$ cat src/include/ex_consts.svh
// Fixed widths of the execute stage, shared by the package and the RTL
// Every value follows from the RV32 integer ISA
`ifndef EX_CONSTS_SVH
`define EX_CONSTS_SVH

////////////////////////////////////////////////////////////
// Datapath
////////////////////////////////////////////////////////////

// One machine word
`define EX_XLEN 32

// Register file address, covers integer and spare registers
`define EX_RADDR_W 6

// Shift amount taken from the low bits of operand b
`define EX_SHAMT_W 5

////////////////////////////////////////////////////////////
// Operator encodings
////////////////////////////////////////////////////////////

`define EX_ALU_OP_W 4
`define EX_MULT_OP_W 2

`endif

$ cat src/rtl/ex_pkg.sv
// Types shared by the execute stage and its testbench
// Compile before any module that names ex_pkg
`default_nettype none

package ex_pkg;

  `include "ex_consts.svh"

  // Data word and register file address
  typedef logic [`EX_XLEN-1:0]    word_t;
  typedef logic [`EX_RADDR_W-1:0] raddr_t;

  // ALU operators
  // Lower half is arithmetic and logic, upper half compares
  typedef enum logic [`EX_ALU_OP_W-1:0] {
    ALU_ADD  = 4'h0,
    ALU_SUB  = 4'h1,
    ALU_AND  = 4'h2,
    ALU_OR   = 4'h3,
    ALU_XOR  = 4'h4,
    ALU_SLL  = 4'h5,
    ALU_SRL  = 4'h6,
    ALU_SRA  = 4'h7,
    ALU_SLT  = 4'h8,
    ALU_SLTU = 4'h9,
    ALU_EQ   = 4'ha,
    ALU_NE   = 4'hb,
    ALU_LT   = 4'hc,
    ALU_GE   = 4'hd,
    ALU_LTU  = 4'he,
    ALU_GEU  = 4'hf
  } alu_op_e;

  // Multiplier operators, low word or one of the three high words
  typedef enum logic [`EX_MULT_OP_W-1:0] {
    MUL_L   = 2'd0,
    MUL_H   = 2'd1,
    MUL_HSU = 2'd2,
    MUL_HU  = 2'd3
  } mult_op_e;

  // Multiplier FSM
  typedef enum logic {
    MULT_IDLE = 1'b0,
    MULT_HIGH = 1'b1
  } mult_state_e;

endpackage

`default_nettype wire

$ cat src/rtl/ex_writeback.sv
// Write-back side of the execute stage
// Forwarding mux, LSU port, EX/WB register and the ready/valid handshake
`default_nettype none

module ex_writeback (
  input  logic           clk,
  input  logic           rst_n,
  input  logic           alu_en_i,
  input  logic           mult_en_i,
  input  logic           csr_access_i,
  input  logic           lsu_en_i,
  input  logic           branch_in_ex_i,
  input  logic           regfile_alu_we_i,
  input  logic           regfile_we_i,
  input  logic           lsu_ready_ex_i,
  input  logic           lsu_err_i,
  input  logic           wb_ready_i,
  input  logic           mult_ready_i,
  input  ex_pkg::word_t  alu_result_i,
  input  ex_pkg::word_t  mult_result_i,
  input  ex_pkg::word_t  csr_rdata_i,
  input  ex_pkg::word_t  lsu_rdata_i,
  input  ex_pkg::raddr_t regfile_alu_waddr_i,
  input  ex_pkg::raddr_t regfile_waddr_i,
  output ex_pkg::word_t  regfile_alu_wdata_fw_o,
  output ex_pkg::word_t  regfile_wdata_wb_o,
  output ex_pkg::raddr_t regfile_alu_waddr_fw_o,
  output ex_pkg::raddr_t regfile_waddr_wb_o,
  output logic           regfile_alu_we_fw_o,
  output logic           regfile_we_wb_o,
  output logic           ex_ready_o,
  output logic           ex_valid_o
);

  logic units_ready;
  logic wb_load_we;

  ////////////////////////////////////////////////////////////
  // Forwarding port
  ////////////////////////////////////////////////////////////

  assign regfile_alu_we_fw_o    = regfile_alu_we_i;
  assign regfile_alu_waddr_fw_o = regfile_alu_waddr_i;

  // CSR wins over multiplier, multiplier over ALU
  always_comb begin
    if (csr_access_i) begin
      regfile_alu_wdata_fw_o = csr_rdata_i;
    end else if (mult_en_i) begin
      regfile_alu_wdata_fw_o = mult_result_i;
    end else if (alu_en_i) begin
      regfile_alu_wdata_fw_o = alu_result_i;
    end else begin
      regfile_alu_wdata_fw_o = '0;
    end
  end

  // Load data goes straight to the LSU write port
  assign regfile_wdata_wb_o = lsu_rdata_i;

  ////////////////////////////////////////////////////////////
  // Stall logic
  ////////////////////////////////////////////////////////////

  assign units_ready = mult_ready_i & lsu_ready_ex_i & wb_ready_i;

  // A branch retires in EX and never waits on WB
  assign ex_ready_o = units_ready | branch_in_ex_i;
  assign ex_valid_o = (alu_en_i | mult_en_i | csr_access_i | lsu_en_i) & units_ready;

  ////////////////////////////////////////////////////////////
  // EX/WB register
  ////////////////////////////////////////////////////////////

  // A faulting access must not write the register file
  assign wb_load_we = regfile_we_i & ~lsu_err_i;

  always_ff @(posedge clk or negedge rst_n) begin
    if (!rst_n) begin
      regfile_we_wb_o    <= 1'b0;
      regfile_waddr_wb_o <= '0;
    end else if (ex_valid_o) begin
      regfile_we_wb_o <= wb_load_we;
      if (wb_load_we) begin
        regfile_waddr_wb_o <= regfile_waddr_i;
      end
    end else if (wb_ready_i) begin
      // Nothing new arrives, so flush the slot
      regfile_we_wb_o <= 1'b0;
    end
  end

endmodule

`default_nettype wire

$ cat config.mk
export PLATFORM = sky130hd
export DESIGN_NAME = ex_writeback
export DESIGN_NICKNAME = d
export VERILOG_FILES = /design/src/rtl/ex_pkg.sv /design/src/rtl/ex_writeback.sv
export VERILOG_INCLUDE_DIRS = /design/src /design/src/include
export SDC_FILE = /design/constraint.sdc
export NUM_CORES = 1
export LEC_CHECK = 0
export BUFFER_PORTS_ARGS = -buffer_cell sky130_fd_sc_hd__clkbuf_2
export CORE_AREA = 4 4 89 91
export CTS_CLUSTER_SIZE = 20
export DETAILED_ROUTE_END_ITERATION = 6
export DIE_AREA = 0 0 93 95
export MAX_ROUTING_LAYER = met4
export PLACE_DENSITY = 0.68
export SLEW_MARGIN = 20
export SYNTH_ARGS = -nofsm -noshare
export SYNTH_HDL_FRONTEND = slang
export SYNTH_SLANG_ARGS = --single-unit
$ cat constraint.sdc
create_clock -name clk -period 3.5 [get_ports clk]
set_input_delay 0.7 -clock clk [delete_from_list [all_inputs] [get_ports clk]]
set_output_delay 0.7 -clock clk [all_outputs]
set_load 0.01 [all_outputs]
==> out/qor.yml <==
run_status:
  run_status: "complete, no violations"
clock_network:
  cts_root_buf: "clkbuf_8"
  path_clk_slew_ns: 0.04
  htree_levels: 1
  cts_resized: 0
  cts_hold_buf: 0
  clk_latency_ns: 0.22
  cts_tree: "yes"
  cts.sinks: 7
  clockBufferDepth: 2
  postCtsSetupRepairBufs: 0
  cts_buffers: 3
pwr:
  switching_share: 0.345
  clkPwrFrac: 0.251
  leakagePower_nw: 1.03
  p_int_mw: 0.295
  power_mw: 0.450
  seq_power_share: 0.238
  p_sw_mw: 0.155
  peakVddDrop_uv: 85.7
  powerDensity_nw_per_um2: 245
  power_frac_comb: 0.511
sta:
  whs_ns: 0.301
  rsz0062_at_grt: "false"
  max-slew-margin-rel: 0.588
  layout_setup_ws_ns: 0.887
  min_period_ns: 2.61
  hold_violations: 0
  final-max-slew-violation-count: 0
  worst_pin_slew_ns: 0.618
  setup_viol_count_final: 0
  fin_crit_sh: 0.747
  fmax_mhz: 383
  final.setup_skew_ns: 0
  setup_tns_ns: 0
logic_synthesis:
  ys_seq_area_frac: 0.145
  synth-seq-cells: 7
  syn_nets: 325
  synth.largest_area_cell: "buf_4"
  ys.flop_type: "dfrtp_1"
  synth.distinct_cells: 19
  syn_inst: 172
  synth_enable_flop_cells: 0
  yosys-top-cells-area: "buf_4 (24%), a22oi_1 (19%), dfrtp_1 (14%)"
  netlist_top_cells_count: "buf_4 (39), nand2_1 (32), o21ai_0 (32)"
  synth_top_area_share: 0.242
  yosysWarningCount: 0
  syn_area_per_cell_um2: 7.03
  synth_area_um2: 1210
  synth_most_common_cell: "buf_4"
  synthArstFlopShare: 1.00
setup_path:
  crit_chain: "clkbuf_2 -> buf_4 -> a22oi_1 -> o21ai_0 -> clkbuf_2"
  cp_max_fo: 22
  critPathMaxStageDelay_ns: 0.37
  worstPathArrival_ns: 1.91
  crit_top_cell: "clkbuf_2"
  criticalPathCategory: "primary input to primary output"
  start_kind: "primary input"
  slowest_stage: "clkbuf_2"
  critPathCaptureType: "primary output"
  worstPathRequired_ns: 2.80
die:
  core_area_um2: 7140
  die_h_um: 95
  pin_count: 233
  start_util: 0.169
  die_w_um: 93
  rows: 31
  die_area_um2: 8840
placement:
  placed_cells: 376
  gp_congestion: 0.717
  placed_area_um2: 1790
  post-place-ws_ns: 0.872
  dp_hpwl_um: 4230
  port_buffers: 154
drt:
  drt_pass1_iterations: 4
  wl_met2_um: 2620
  wl_met1_um: 1760
  vias_per_cell: 4.17
  drc: 0
  drt-initial-drc-count: 20
  vias: 1584
  antenna_left: 0
  routed_wl_um: 4940
  highest_layer: "met4"
  dr_wl_met3_um: 496
  wl_per_cell_um: 13.0
global_route:
  grt_pass1_vias: 1641
  grt_pass1_wl_um: 7490
  grt_antenna_before_repair: 0
  grt_use_total: 0.107
  grt_start_max_net_pins: 36
  grt_overflow: 0
cells_and_area:
  n_fill_cell: 819
  finalCoreUtilization: 0.258
  layout.nets: 435
  area_delta_synth_final_pct: 52.1
  layout-drive-gt1-share: 0.605
  antenna_cells: 0
  finalNonFillerCells: 380
  fin_area_um2: 1840
flow_run:
  cap_violations: 0
min_path:
  hp-class: "primary input to async pin"
critical path: cells and delay by family:
family	cells	cell delay, ns
buffers and inverters	3	0.88
AOI/OAI and AO/OA	2	0.32
flip-flops by register name, summed over array words and instances (netlist names):
| register | count |
|---|---|
| regfile_we_wb_o | 1 |
| regfile_waddr_wb_o | 6 |
cells in the final DEF, fill, tap and decap left out:
cell	n
and3b_1	2
inv_1	1
nor2b_2	1
clkbuf_1	1
clkbuf_8	3
a21oi_1	2
buf_4	3
nand3_1	1
buf_12	1
mux2_2	6
nand2b_1	1
nor2_1	1
o21ai_0	32
a22oi_1	30
dfrtp_1	7
nor4b_4	1
clkbuf_2	154
nor4_4	1
a21o_1	1
nand2_1	32
final cells by class:
class	instances	area (µm²)	area share
multi-input cells	111	677	0.368
well taps	99	124	0.0674
flip-flops and latches	7	175	0.0953
clock buffers	4	45.0	0.0245
repair buffers	158	813	0.442
inverters	1	3.75	0.00204
power groups by stage:
stage / sequential [mW] / clock [mW] / combinational [mW]
2_1_floorplan: 0.116 / 0 / 0.139
3_5_place_dp: 0.108 / 0 / 0.233
4_1_cts: 0.107 / 0.117 / 0.234
3_3_place_gp: 0.107 / 0 / 0.229
5_1_grt: 0.110 / 0.123 / 0.257
6_report: 0.107 / 0.113 / 0.230
worst paths after layout:
path | start | cells past startpoint | slack (ns) | to
worst min-delay path | rst_n | 1 | 0.30 | regfile_waddr_wb_o[5]
worst max-delay path | mult_en_i | 5 | 0.89 | regfile_alu_wdata_fw_o[9]
worst max register to register | regfile_waddr_wb_o[4] | 1 | 2.74 | regfile_waddr_wb_o[4]
worst min register to register | regfile_we_wb_o | 1 | 0.48 | regfile_we_wb_o
max in group asynchronous | rst_n | 1 | 3.03 | regfile_waddr_wb_o[0]
min in group clk | regfile_we_wb_o | 1 | 0.48 | regfile_we_wb_o
routing by layer:
| layer | vias to the layer above | track usage |
|---|---|---|
| li1 | 788 | - |
| met2 | 94 | 0.206 |
| met5 | - | - |
| met4 | 0 | 0.0305 |
| met3 | 16 | 0.0167 |
| met1 | 686 | 0.113 |
cells by family (layout without fill, tap and decap cells):
family / Yosys count / count (layout) / share of synthesized area
compound gates: 65 / 65 / 0.333
buf+inv: 54 / 163 / 0.297
simple gates: 40 / 40 / 0.169
flops: 7 / 7 / 0.145
mux: 6 / 6 / 0.0559
No activity file was read; power rests on OpenSTA's default activity.
