**src/include/ex_consts.svh**
```systemverilog
// Fixed widths of the execute stage, shared by the package and the RTL
// Every value follows from the RV32 integer ISA
`ifndef EX_CONSTS_SVH
`define EX_CONSTS_SVH

////////////////////////////////////////////////////////////
// Datapath
////////////////////////////////////////////////////////////

// One machine word
`define EX_XLEN 32

// Register file address, covers integer and spare registers
`define EX_RADDR_W 6

// Shift amount taken from the low bits of operand b
`define EX_SHAMT_W 5

////////////////////////////////////////////////////////////
// Operator encodings
////////////////////////////////////////////////////////////

`define EX_ALU_OP_W 4
`define EX_MULT_OP_W 2

`endif

```
**src/rtl/ex_pkg.sv**
```systemverilog
// Types shared by the execute stage and its testbench
// Compile before any module that names ex_pkg
`default_nettype none

package ex_pkg;

  `include "ex_consts.svh"

  // Data word and register file address
  typedef logic [`EX_XLEN-1:0]    word_t;
  typedef logic [`EX_RADDR_W-1:0] raddr_t;

  // ALU operators
  // Lower half is arithmetic and logic, upper half compares
  typedef enum logic [`EX_ALU_OP_W-1:0] {
    ALU_ADD  = 4'h0,
    ALU_SUB  = 4'h1,
    ALU_AND  = 4'h2,
    ALU_OR   = 4'h3,
    ALU_XOR  = 4'h4,
    ALU_SLL  = 4'h5,
    ALU_SRL  = 4'h6,
    ALU_SRA  = 4'h7,
    ALU_SLT  = 4'h8,
    ALU_SLTU = 4'h9,
    ALU_EQ   = 4'ha,
    ALU_NE   = 4'hb,
    ALU_LT   = 4'hc,
    ALU_GE   = 4'hd,
    ALU_LTU  = 4'he,
    ALU_GEU  = 4'hf
  } alu_op_e;

  // Multiplier operators, low word or one of the three high words
  typedef enum logic [`EX_MULT_OP_W-1:0] {
    MUL_L   = 2'd0,
    MUL_H   = 2'd1,
    MUL_HSU = 2'd2,
    MUL_HU  = 2'd3
  } mult_op_e;

  // Multiplier FSM
  typedef enum logic {
    MULT_IDLE = 1'b0,
    MULT_HIGH = 1'b1
  } mult_state_e;

endpackage

`default_nettype wire

```
**src/rtl/ex_alu.sv**
```systemverilog
// Integer ALU of the execute stage
// Purely combinational, result and branch comparison from one operator
`default_nettype none

`include "ex_consts.svh"

module ex_alu (
  input  ex_pkg::alu_op_e alu_operator_i,
  input  ex_pkg::word_t   operand_a_i,
  input  ex_pkg::word_t   operand_b_i,
  output ex_pkg::word_t   result_o,
  output logic            cmp_result_o
);
  import ex_pkg::*;

  logic                     is_sub;
  word_t                    adder_b;
  word_t                    adder_sum;
  logic [`EX_SHAMT_W-1:0]   shamt;
  logic signed [`EX_XLEN:0] shr_in;
  logic signed [`EX_XLEN:0] shr_full;
  word_t                    shl_result;
  logic                     is_equal;
  logic                     less_signed;
  logic                     less_unsigned;

  ////////////////////////////////////////////////////////////
  // Adder
  ////////////////////////////////////////////////////////////

  // Subtract as a + ~b + 1 on the same adder
  assign is_sub    = (alu_operator_i == ALU_SUB);
  assign adder_b   = is_sub ? ~operand_b_i : operand_b_i;
  assign adder_sum = operand_a_i + adder_b + word_t'(is_sub);

  ////////////////////////////////////////////////////////////
  // Shifter
  ////////////////////////////////////////////////////////////

  assign shamt      = operand_b_i[`EX_SHAMT_W-1:0];
  assign shl_result = operand_a_i << shamt;

  // One extra top bit carries the sign for SRA, zero for SRL
  assign shr_in   = {(alu_operator_i == ALU_SRA) & operand_a_i[`EX_XLEN-1], operand_a_i};
  assign shr_full = shr_in >>> shamt;

  ////////////////////////////////////////////////////////////
  // Comparator
  ////////////////////////////////////////////////////////////

  assign is_equal      = (operand_a_i == operand_b_i);
  assign less_unsigned = (operand_a_i < operand_b_i);
  assign less_signed   = ($signed(operand_a_i) < $signed(operand_b_i));

  // Branch conditions, SLT and SLTU share the less-than paths
  always_comb begin
    case (alu_operator_i)
      ALU_EQ:            cmp_result_o = is_equal;
      ALU_NE:            cmp_result_o = ~is_equal;
      ALU_SLT, ALU_LT:   cmp_result_o = less_signed;
      ALU_GE:            cmp_result_o = ~less_signed;
      ALU_SLTU, ALU_LTU: cmp_result_o = less_unsigned;
      ALU_GEU:           cmp_result_o = ~less_unsigned;
      default:           cmp_result_o = 1'b0;
    endcase
  end

  // Result select
  always_comb begin
    case (alu_operator_i)
      ALU_ADD, ALU_SUB: result_o = adder_sum;
      ALU_AND:          result_o = operand_a_i & operand_b_i;
      ALU_OR:           result_o = operand_a_i | operand_b_i;
      ALU_XOR:          result_o = operand_a_i ^ operand_b_i;
      ALU_SLL:          result_o = shl_result;
      ALU_SRL, ALU_SRA: result_o = shr_full[`EX_XLEN-1:0];
      // Compares return the flag in bit 0
      default:          result_o = word_t'(cmp_result_o);
    endcase
  end

endmodule

`default_nettype wire

```
**config.mk**
```make
export PLATFORM = sky130hd
export DESIGN_NAME = ex_alu
export DESIGN_NICKNAME = d
export VERILOG_FILES = /design/src/rtl/ex_pkg.sv /design/src/rtl/ex_alu.sv
export VERILOG_INCLUDE_DIRS = /design/src /design/src/include
export SDC_FILE = /design/constraint.sdc
export NUM_CORES = 1
export LEC_CHECK = 0
export BUFFER_PORTS_ARGS = -buffer_cell sky130_fd_sc_hd__buf_2
export CORE_MARGIN = 8
export CORE_UTILIZATION = 60
export DETAILED_ROUTE_END_ITERATION = 16
export PLACE_DENSITY = 0.82
export RECOVER_POWER = 50
export SETUP_SLACK_MARGIN = 0.1
export SYNTH_ARGS = -nofsm -noshare
export SYNTH_HDL_FRONTEND = slang
export SYNTH_SLANG_ARGS = --single-unit
```
**constraint.sdc**
```tcl
create_clock -name vclk -period 8.1
set_input_delay 0.405 -clock vclk [all_inputs]
set_output_delay 0.405 -clock vclk [all_outputs]
set_load 0.05 [all_outputs]
```
==> impl_metrics.env <==
export IMPL_worst_slew_pin_slew_ns=2.50
export IMPL_crit_fanout=32
export IMPL_clkbuf_count=0
export IMPL_antennaDiodeCount=0
export IMPL_finalSetupViolations=0
export IMPL_design_final_nets=1340
export IMPL_layout_drive_gt1_share_pct=15.0
export IMPL_timing_worst_setup_path_type="in2out"
export IMPL_hp_class="in2out"
export IMPL_n_sequential_cell=0
export IMPL_io_buffer_count=101
export IMPL_synth_cell_types=68
export IMPL_placed_cells_incl_taps=1312
export IMPL_initial_standard_cell_utilization_of_the_core_pct=60.9
export IMPL_combPwrFrac_pct=100.0
export IMPL_rsz0062_at_grt="false"
export IMPL_dr_pass1_iters=6
export IMPL_finalWorstPathRequiredPeriod_ns=6.31
export IMPL_gr_total_overflow=0
export IMPL_drv_cap=1
export IMPL_finalInstanceArea_um2=8550
export IMPL_remaining_drc_errors=0
export IMPL_power_per_cell_area_nw_per_um2=77.9
export IMPL_worstPathArrival_ns=5.90
export IMPL_final_cell_count_no_fill=1312
export IMPL_ir_worst_vdd_uv=67.9
export IMPL_maxSlewViolCount=33
export IMPL_timing_setup_tns_ns=0
export IMPL_fp_dieArea_um2=17300
export IMPL_dp_hpwl_mm=24.3
export IMPL_slew_headroom_pct=-66.9
export IMPL_number_of_antenna_violations_at_the_first_check_in_global_routing=1
export IMPL_cts_resized_gates=0
export IMPL_final_cell_mix="133 x sky130_fd_sc_hd__ha_1, 121 x sky130_fd_sc_hd__o21ai_0, 98 x sky130_fd_sc_hd__nor2_1, 91 x sky130_fd_sc_hd__nand2_1, 87 x sky130_fd_sc_hd__buf_2"
export IMPL_avgRoutedWirePerCell_um=23.7
export IMPL_synth_net_count=1296
export IMPL_globalplace_congestion=1.06
export IMPL_post_cts_setup_buffers=0
export IMPL_static_leakage_power_uw=0.00394
export IMPL_io_pins=101
export IMPL_outcome="finished, violations left"
export IMPL_via_count=9073
export IMPL_failed_checks="max-capacitance violations, max-slew violations"
export IMPL_via_count_of_the_first_global_routing_pass=8319
export IMPL_fin_worst_hold_slack_ns=1.40
export IMPL_syn_inst=1094
export IMPL_timing_critical_path_required_ns=7.70
export IMPL_n_fill_cell=1218
export IMPL_global_route_wire_length_before_repair_mm=47.4
export IMPL_internal_power_uw=229
export IMPL_rows=42
export IMPL_die_x_um=132
export IMPL_worstSetupStartpointType="primary input"
export IMPL_total_power_uw=666
export IMPL_areaGrowthSynthToFinish_pct=6.86
export IMPL_postSynthAreaPerCell_um2=7.32
export IMPL_power_switching_share_pct=65.6
export IMPL_multiInputGateArea_um2=7460
export IMPL_power_frac_seq_pct=0
export IMPL_mostFrequentLayoutCell="sky130_fd_sc_hd__ha_1"
export IMPL_regArea_um2=0
export IMPL_p_clk_share_pct=0
export IMPL_finalHoldViolations=0
export IMPL_switching_power_uw=437
export IMPL_end_kind="output pin"
export IMPL_grt_total_usage_pct=33.5
export IMPL_avgViaCountPerCell=6.92
export IMPL_antenna_left=0
export IMPL_post_synth_instance_area_um2=8010
export IMPL_timing_final_crit_share_pct=77.9
export IMPL_fp_coreArea_um2=13100
export IMPL_route_final_wire_length_mm=31.1
export IMPL_cts_hold_buffers_added=0
export IMPL_placedInstanceArea_um2=8570
export IMPL_first_iter_violations=1263
export IMPL_achievable_frequency_mhz=159
export IMPL_maximum_number_of_pins_on_one_net_before_global_route_repair=66
export IMPL_synth_yosys_seq_area_share_pct=0
export IMPL_synthesis_yosys_warnings=0
export IMPL_floorplan_die_height_um=132
==> synth_stat cells, drive strengths merged (21+ instances only) <==
master    n  share of area (%)
mux2i    71                8.9
nand2    91                4.3
buf      23                1.2
a221oi   35                3.8
mux4     40                 11
o211ai   21                2.0
nor2     99                4.6
clkbuf   49                2.3
xnor2    42                4.6
ha      133                 21
inv      77                3.6
o21ai   121                7.6
a21oi    73                4.6
==> power groups by stage <==
stage	logic [µW]	registers, µW	clock network (µW)
after floorplan	457	0	0
after global placement	641	0	0
after detailed placement	644	0	0
after CTS	648	0	0
after global routing	709	0	0
final	666	0	0
==> stage by stage <==
| stage | util, % | worst slack, ns |
|---|---|---|
| floorplan | - | 3.03 |
| global placement | 65.3 | 3.29 |
| detailed placement | 65.3 | 3.27 |
| CTS | 65.3 | 3.26 |
| global route | 65.1 | 1.55 |
| finish | 65.1 | 1.79 |
==> cell type report <==
cell class	count	share of cell area, %
tap	176	2.57
timing repair buffer	114	6.85
inverter	78	3.42
multi-input combinational	944	87.2
==> worst paths after layout <==
path,cells past startpoint,end,slack [ns],start
worst max-delay path,14,result_o[29],1.79,alu_operator_i[1]
worst min-delay path,3,cmp_result_o,1.40,alu_operator_i[2]
==> cells by family (layout without fill, tap and decap cells) <==
logic type | Yosys count | after routing | synth area share (%)
compound gates | 353 | 353 | 28.2
mux | 124 | 124 | 22.0
fa+ha+maj | 134 | 134 | 21.0
xor+xnor | 50 | 50 | 5.47
simple gates | 283 | 283 | 16.2
buf+inv | 150 | 192 | 7.17
==> critical path, stage by stage <==
cell and delay, ns:
sky130_fd_sc_hd__clkbuf_1 0.46, sky130_fd_sc_hd__or4b_2 0.23, sky130_fd_sc_hd__clkbuf_1 1.75, sky130_fd_sc_hd__xnor2_1 0.24, sky130_fd_sc_hd__ha_1 0.41, sky130_fd_sc_hd__a31o_2 0.27, sky130_fd_sc_hd__a211oi_1 0.34, sky130_fd_sc_hd__a211o_1 0.23
sky130_fd_sc_hd__nand3_2 0.18, sky130_fd_sc_hd__a21o_2 0.29, sky130_fd_sc_hd__a31oi_1 0.24, sky130_fd_sc_hd__mux2_1 0.34, sky130_fd_sc_hd__o211ai_1 0.14, sky130_fd_sc_hd__buf_2 0.28
==> routing by layer <==
layer	track usage (%)	vias to the layer above	routed length, µm
met2	50.6	634	13000
met3	9.22	78	4120
li1	-	4147	-
met5	0	-	31
met4	9.70	2	1040
met1	45.3	4212	12900
Power figures use the tool's default switching activity.
