===== src/include/ex_consts.svh =====
// Fixed widths of the execute stage, shared by the package and the RTL
// Every value follows from the RV32 integer ISA
`ifndef EX_CONSTS_SVH
`define EX_CONSTS_SVH

////////////////////////////////////////////////////////////
// Datapath
////////////////////////////////////////////////////////////

// One machine word
`define EX_XLEN 32

// Register file address, covers integer and spare registers
`define EX_RADDR_W 6

// Shift amount taken from the low bits of operand b
`define EX_SHAMT_W 5

////////////////////////////////////////////////////////////
// Operator encodings
////////////////////////////////////////////////////////////

`define EX_ALU_OP_W 4
`define EX_MULT_OP_W 2

`endif


===== src/rtl/ex_pkg.sv =====
// Types shared by the execute stage and its testbench
// Compile before any module that names ex_pkg
`default_nettype none

package ex_pkg;

  `include "ex_consts.svh"

  // Data word and register file address
  typedef logic [`EX_XLEN-1:0]    word_t;
  typedef logic [`EX_RADDR_W-1:0] raddr_t;

  // ALU operators
  // Lower half is arithmetic and logic, upper half compares
  typedef enum logic [`EX_ALU_OP_W-1:0] {
    ALU_ADD  = 4'h0,
    ALU_SUB  = 4'h1,
    ALU_AND  = 4'h2,
    ALU_OR   = 4'h3,
    ALU_XOR  = 4'h4,
    ALU_SLL  = 4'h5,
    ALU_SRL  = 4'h6,
    ALU_SRA  = 4'h7,
    ALU_SLT  = 4'h8,
    ALU_SLTU = 4'h9,
    ALU_EQ   = 4'ha,
    ALU_NE   = 4'hb,
    ALU_LT   = 4'hc,
    ALU_GE   = 4'hd,
    ALU_LTU  = 4'he,
    ALU_GEU  = 4'hf
  } alu_op_e;

  // Multiplier operators, low word or one of the three high words
  typedef enum logic [`EX_MULT_OP_W-1:0] {
    MUL_L   = 2'd0,
    MUL_H   = 2'd1,
    MUL_HSU = 2'd2,
    MUL_HU  = 2'd3
  } mult_op_e;

  // Multiplier FSM
  typedef enum logic {
    MULT_IDLE = 1'b0,
    MULT_HIGH = 1'b1
  } mult_state_e;

endpackage

`default_nettype wire


===== src/rtl/ex_mult.sv =====
// Integer multiplier of the execute stage
// MUL gives the low word in one cycle, MULH/MULHSU/MULHU take two cycles
`default_nettype none

`include "ex_consts.svh"

module ex_mult (
  input  logic             clk,
  input  logic             rst_n,
  input  logic             enable_i,
  input  ex_pkg::mult_op_e operator_i,
  input  ex_pkg::word_t    op_a_i,
  input  ex_pkg::word_t    op_b_i,
  input  logic             ex_ready_i,
  output ex_pkg::word_t    result_o,
  output logic             multicycle_o,
  output logic             ready_o
);
  import ex_pkg::*;

  mult_state_e              state_q;
  mult_state_e              state_d;
  logic                     is_high;
  logic                     start_high;
  logic                     a_sign;
  logic                     b_sign;
  logic signed [17:0]       a_lo, a_hi;
  logic signed [17:0]       b_lo, b_hi;
  logic signed [35:0]       pp_ll_q, pp_lh_q, pp_hl_q, pp_hh_q;
  logic [2*`EX_XLEN-1:0]    prod_sum;
  word_t                    low_prod;

  // Widen a partial product to the full 64-bit product
  function automatic logic [2*`EX_XLEN-1:0] sext_pp(input logic signed [35:0] pp);
    sext_pp = {{(2*`EX_XLEN-36){pp[35]}}, pp};
  endfunction

  ////////////////////////////////////////////////////////////
  // Operand split
  ////////////////////////////////////////////////////////////

  assign is_high = (operator_i != MUL_L);

  // MULH signs both operands, MULHSU only a, MULHU none
  assign a_sign = op_a_i[`EX_XLEN-1] & ((operator_i == MUL_H) | (operator_i == MUL_HSU));
  assign b_sign = op_b_i[`EX_XLEN-1] & (operator_i == MUL_H);

  // Low halves unsigned, high halves carry the extension bit
  assign a_lo = $signed({2'b00, op_a_i[15:0]});
  assign a_hi = $signed({a_sign, a_sign, op_a_i[31:16]});
  assign b_lo = $signed({2'b00, op_b_i[15:0]});
  assign b_hi = $signed({b_sign, b_sign, op_b_i[31:16]});

  // Single-cycle low word
  assign low_prod = op_a_i * op_b_i;

  // First cycle of a high multiply
  assign start_high = (state_q == MULT_IDLE) & enable_i & is_high;

  // Partial products, loaded only when a high multiply starts
  always_ff @(posedge clk) begin
    if (start_high) begin
      pp_ll_q <= a_lo * b_lo;
      pp_lh_q <= a_lo * b_hi;
      pp_hl_q <= a_hi * b_lo;
      pp_hh_q <= a_hi * b_hi;
    end
  end

  // Second cycle sums the weighted partial products
  assign prod_sum = sext_pp(pp_ll_q)
                  + (sext_pp(pp_lh_q) << 16)
                  + (sext_pp(pp_hl_q) << 16)
                  + (sext_pp(pp_hh_q) << 32);

  ////////////////////////////////////////////////////////////
  // FSM
  ////////////////////////////////////////////////////////////

  always_comb begin
    state_d = state_q;
    case (state_q)
      // Skip the high cycle if the instruction leaves anyway (branch in EX)
      MULT_IDLE: if (start_high & ~ex_ready_i) state_d = MULT_HIGH;
      MULT_HIGH: if (ex_ready_i) state_d = MULT_IDLE;
      default:   state_d = MULT_IDLE;
    endcase
  end

  always_ff @(posedge clk or negedge rst_n) begin
    if (!rst_n) begin
      state_q <= MULT_IDLE;
    end else begin
      state_q <= state_d;
    end
  end

  assign multicycle_o = start_high;
  assign ready_o      = ~start_high;
  assign result_o     = (state_q == MULT_HIGH) ? prod_sum[2*`EX_XLEN-1:`EX_XLEN] : low_prod;

endmodule

`default_nettype wire


===== config.mk =====
export PLATFORM = sky130hd
export DESIGN_NAME = ex_mult
export DESIGN_NICKNAME = d
export VERILOG_FILES = /design/src/rtl/ex_pkg.sv /design/src/rtl/ex_mult.sv
export VERILOG_INCLUDE_DIRS = /design/src /design/src/include
export SDC_FILE = /design/constraint.sdc
export NUM_CORES = 2
export LEC_CHECK = 0
export BUFFER_PORTS_ARGS = -buffer_cell sky130_fd_sc_hd__buf_4
export CORE_AREA = 8 8 363 259
export CTS_BUF_LIST = sky130_fd_sc_hd__clkbuf_8
export CTS_CLUSTER_SIZE = 30
export DETAILED_ROUTE_END_ITERATION = 16
export DIE_AREA = 0 0 371 267
export MAX_ROUTING_LAYER = met4
export PLACE_DENSITY = 0.93
export SYNTH_ARGS = -nofsm -noshare
export SYNTH_HDL_FRONTEND = slang
export SYNTH_SLANG_ARGS = --single-unit

===== constraint.sdc =====
create_clock -name clk -period 33.4 [get_ports clk]
set_input_delay 8.35 -clock clk [delete_from_list [all_inputs] [get_ports clk]]
set_output_delay 8.35 -clock clk [all_outputs]
set_load 0.01 [all_outputs]

==> run summary <==
Async SR Flop Fraction - 0.00855
DR vias - 41600
clock sink total - 117
antenna viol nets, final - 0
Final Skew - 15.8 ps
Finished Cell Area - 58900 sq um
Netlist cell types - 73
area post-placement - 58400 sq um
post-synthesis compound-gate area fraction - 0.0490
drt total wl - 165 mm
Worst setup EP type - primary output
# DRC - 0
Worst slew margin - 0.0855
Core ar. - 88800 sq um
first-pass GRT wire length - 261 mm
Bufs on Longest Clock Path - 2
global route hottest layer - met2
CTS tree - done
Final Core Density - 0.664
Total GRT Usage - 0.356
Port-buffer cells - 103
initial DRC count - 4636
xor/xnor cell area share of the yosys netlist - 0.0359
largest net degree at the start of global routing - 71
share of cells above drive strength 1 - 0.0331
Vert. Die Dim - 267 microns
Tmin final - 24520 ps
critical path peak fanout - 33
Vias/cell - 5.86
CP Buf/Inv Count - 7
fin nets - 7917
mux contribution to synthesized area - 0.00167
R2R cell count - 4
kind of critical path - in2out
number of top-level pins - 104
crit path DAT - 16170 ps
Synth Flop Type - edfxtp_1
Crit path max-delay family - adder cells
crit-path most repeated cell - fa_1
CP Data Required Time - 25050 ps
Seq/Total Area, Yosys - 0.0616
unrepaired setup endpoints after global routing - false
Yosys top cell area share - 0.479
startpoint class of the critical path - input pin
clock root cell - clkbuf_8
Area growth, synth to finish - 3.45%
Synth Warn # - 0
hold endpoint - state_q
Max Slew Vio Count - 0
Post-synth EDFFs - 116
R2R setup slack - 30090 ps
initial antenna violation count - 12
post-synthesis adder-cell area fraction - 0.611
clk_lat worst skew - 570 ps
setup TNS - 0 ps
CTS H-Tree Depth - 4
post-synth top area cell - fa_1
vias in the first global route - 46300
Starting Density - 0.642
final-report hold violation count - 0
DIE AREA - 99100 sq um
Min-Delay Path Class - reg2reg
outcome - complete, no violations
met3 Use GR - 0.154
critical path's largest stage delay - 590 ps
max_cap viols - 0
Worst Max-Slew Pin Slew - 1360 ps
Cells after Synth - 5963
average instance area after synthesis - 9.55 sq um
hpwl dp - 136 mm
Final setup viols - 0
cell area after synthesis - 56900 sq um
Net Count, Synth - 7998
min-delay src - state_q
hold buffers post-CTS - 0
# rows - 92
global route overflow - 0
Resized Gates After CTS - 0
Post-CTS Setup Bufs - 0
fin crit share - 0.734
GRT met1 Usage - 0.446
RePlAce Congestion - 1.04
Yosys reg bits - 117
1st-pass router iterations - 7
met2 usage - 0.499
wire per inst - 23.2 microns
worst hold stages - 2
CTS buffer count - 17
RR Startpoint - state_q
Post-Synth Simple-Gate Area - 0.122
most frequent cell after synthesis - inv_1
Chip Width - 371 microns
largest family of logic cells by synthesized area - adder cells
CTS clock-pin slew for the worst setup and hold paths - 100 ps
f_max - 40.8 MHz
CP max stage cell - fa_1
top cells by count, synth - 1586 x inv_1, 1361 x fa_1, 634 x nand2_1
reg2reg end - pp_lh_q[23]
dominant cells by area after synthesis - fa_1 48%, ha_1 13%, inv_1 10%
-- per-layer routing --
layer / routed length (microns) / vias to the layer above
met4: 9420 / 0
met1: 59900 / 20700
li1: - / 17500
met2: 69100 / 2820
met3: 26300 / 613
met5: 0 / -
-- metrics by stage --
step                      cells  hold slack, ps  worst slack, ps
after CTS                  7070            1160             9010
after global routing       7084            1210             8620
after floorplan            5963             725            10070
final                      7086            1160             8880
after global placement     7038            1060             9100
after detailed placement   7038            1140             9060
-- layout make-up --
cell class | instances | area, sq um
flip-flops and latches | 117 | 3510
well taps | 1175 | 1470
fillers | 6427 | 29800
diodes | 16 | 40.0
inverters | 1586 | 5960
clock buffers | 17 | 234
multi-input cells | 4051 | 46700
repair buffers | 109 | 818
clock inverters | 15 | 183
-- layout by cell type, fill, tap and decap left out, drive strengths merged, types with 10 or more instances in the layout --
| cell type | instances |
|---|---|
| nor2 | 108 |
| a21o | 77 |
| and2 | 483 |
| buf | 109 |
| nand3 | 29 |
| edfxtp | 116 |
| xor2 | 55 |
| o21bai | 14 |
| xnor2 | 176 |
| a211oi | 14 |
| o21ai | 79 |
| or3 | 10 |
| nor3 | 27 |
| clkbuf | 17 |
| or2 | 30 |
| fa | 1361 |
| nand2 | 634 |
| o21a | 27 |
| inv | 1594 |
| and3 | 29 |
| nor2b | 25 |
| a31oi | 10 |
| diode | 16 |
| ha | 604 |
| nand2b | 19 |
| a21oi | 143 |
-- worst max-delay path by stage --
stage	from	end	slack, ps	depth (start not counted)
after global routing	op_b_i[5]	result_o[30]	8620	28
after global placement	op_b_i[6]	result_o[30]	9100	28
after floorplan	op_a_i[13]	result_o[30]	10070	27
after detailed placement	op_b_i[6]	result_o[30]	9060	28
final	op_b_i[5]	result_o[30]	8880	28
after CTS	op_b_i[6]	result_o[30]	9010	28
-- worst reg2reg max path: cells and delay by family (launching register included) --
kind | cells | cell delay [ps]
buffers and inverters | 3 | 1710
flip-flops | 1 | 760
AND/OR/NAND/NOR | 1 | 420
-- flip-flops by register name (all words and copies together), names as in the netlist --
name / count
pp_hh_q: 32
pp_lh_q: 34
pp_ll_q: 16
pp_hl_q: 34
state_q: 1
-- kinds of logic (layout without fill, tap and decap cells) --
group                    count (synthesis)  after routing
AO/OA/AOI/OAI                          430            430
XOR/XNOR                               232            232
adder cells (fa/ha/maj)               1965           1965
buffers and inverters                 1795           1727
flip-flops                             117            117
multiplexers                             9              9
other                                    0             16
AND/OR/NAND/NOR                       1415           1415
Power is not shown: default switching activity piles up to over one toggle a cycle in this logic, so the estimate is an artifact.
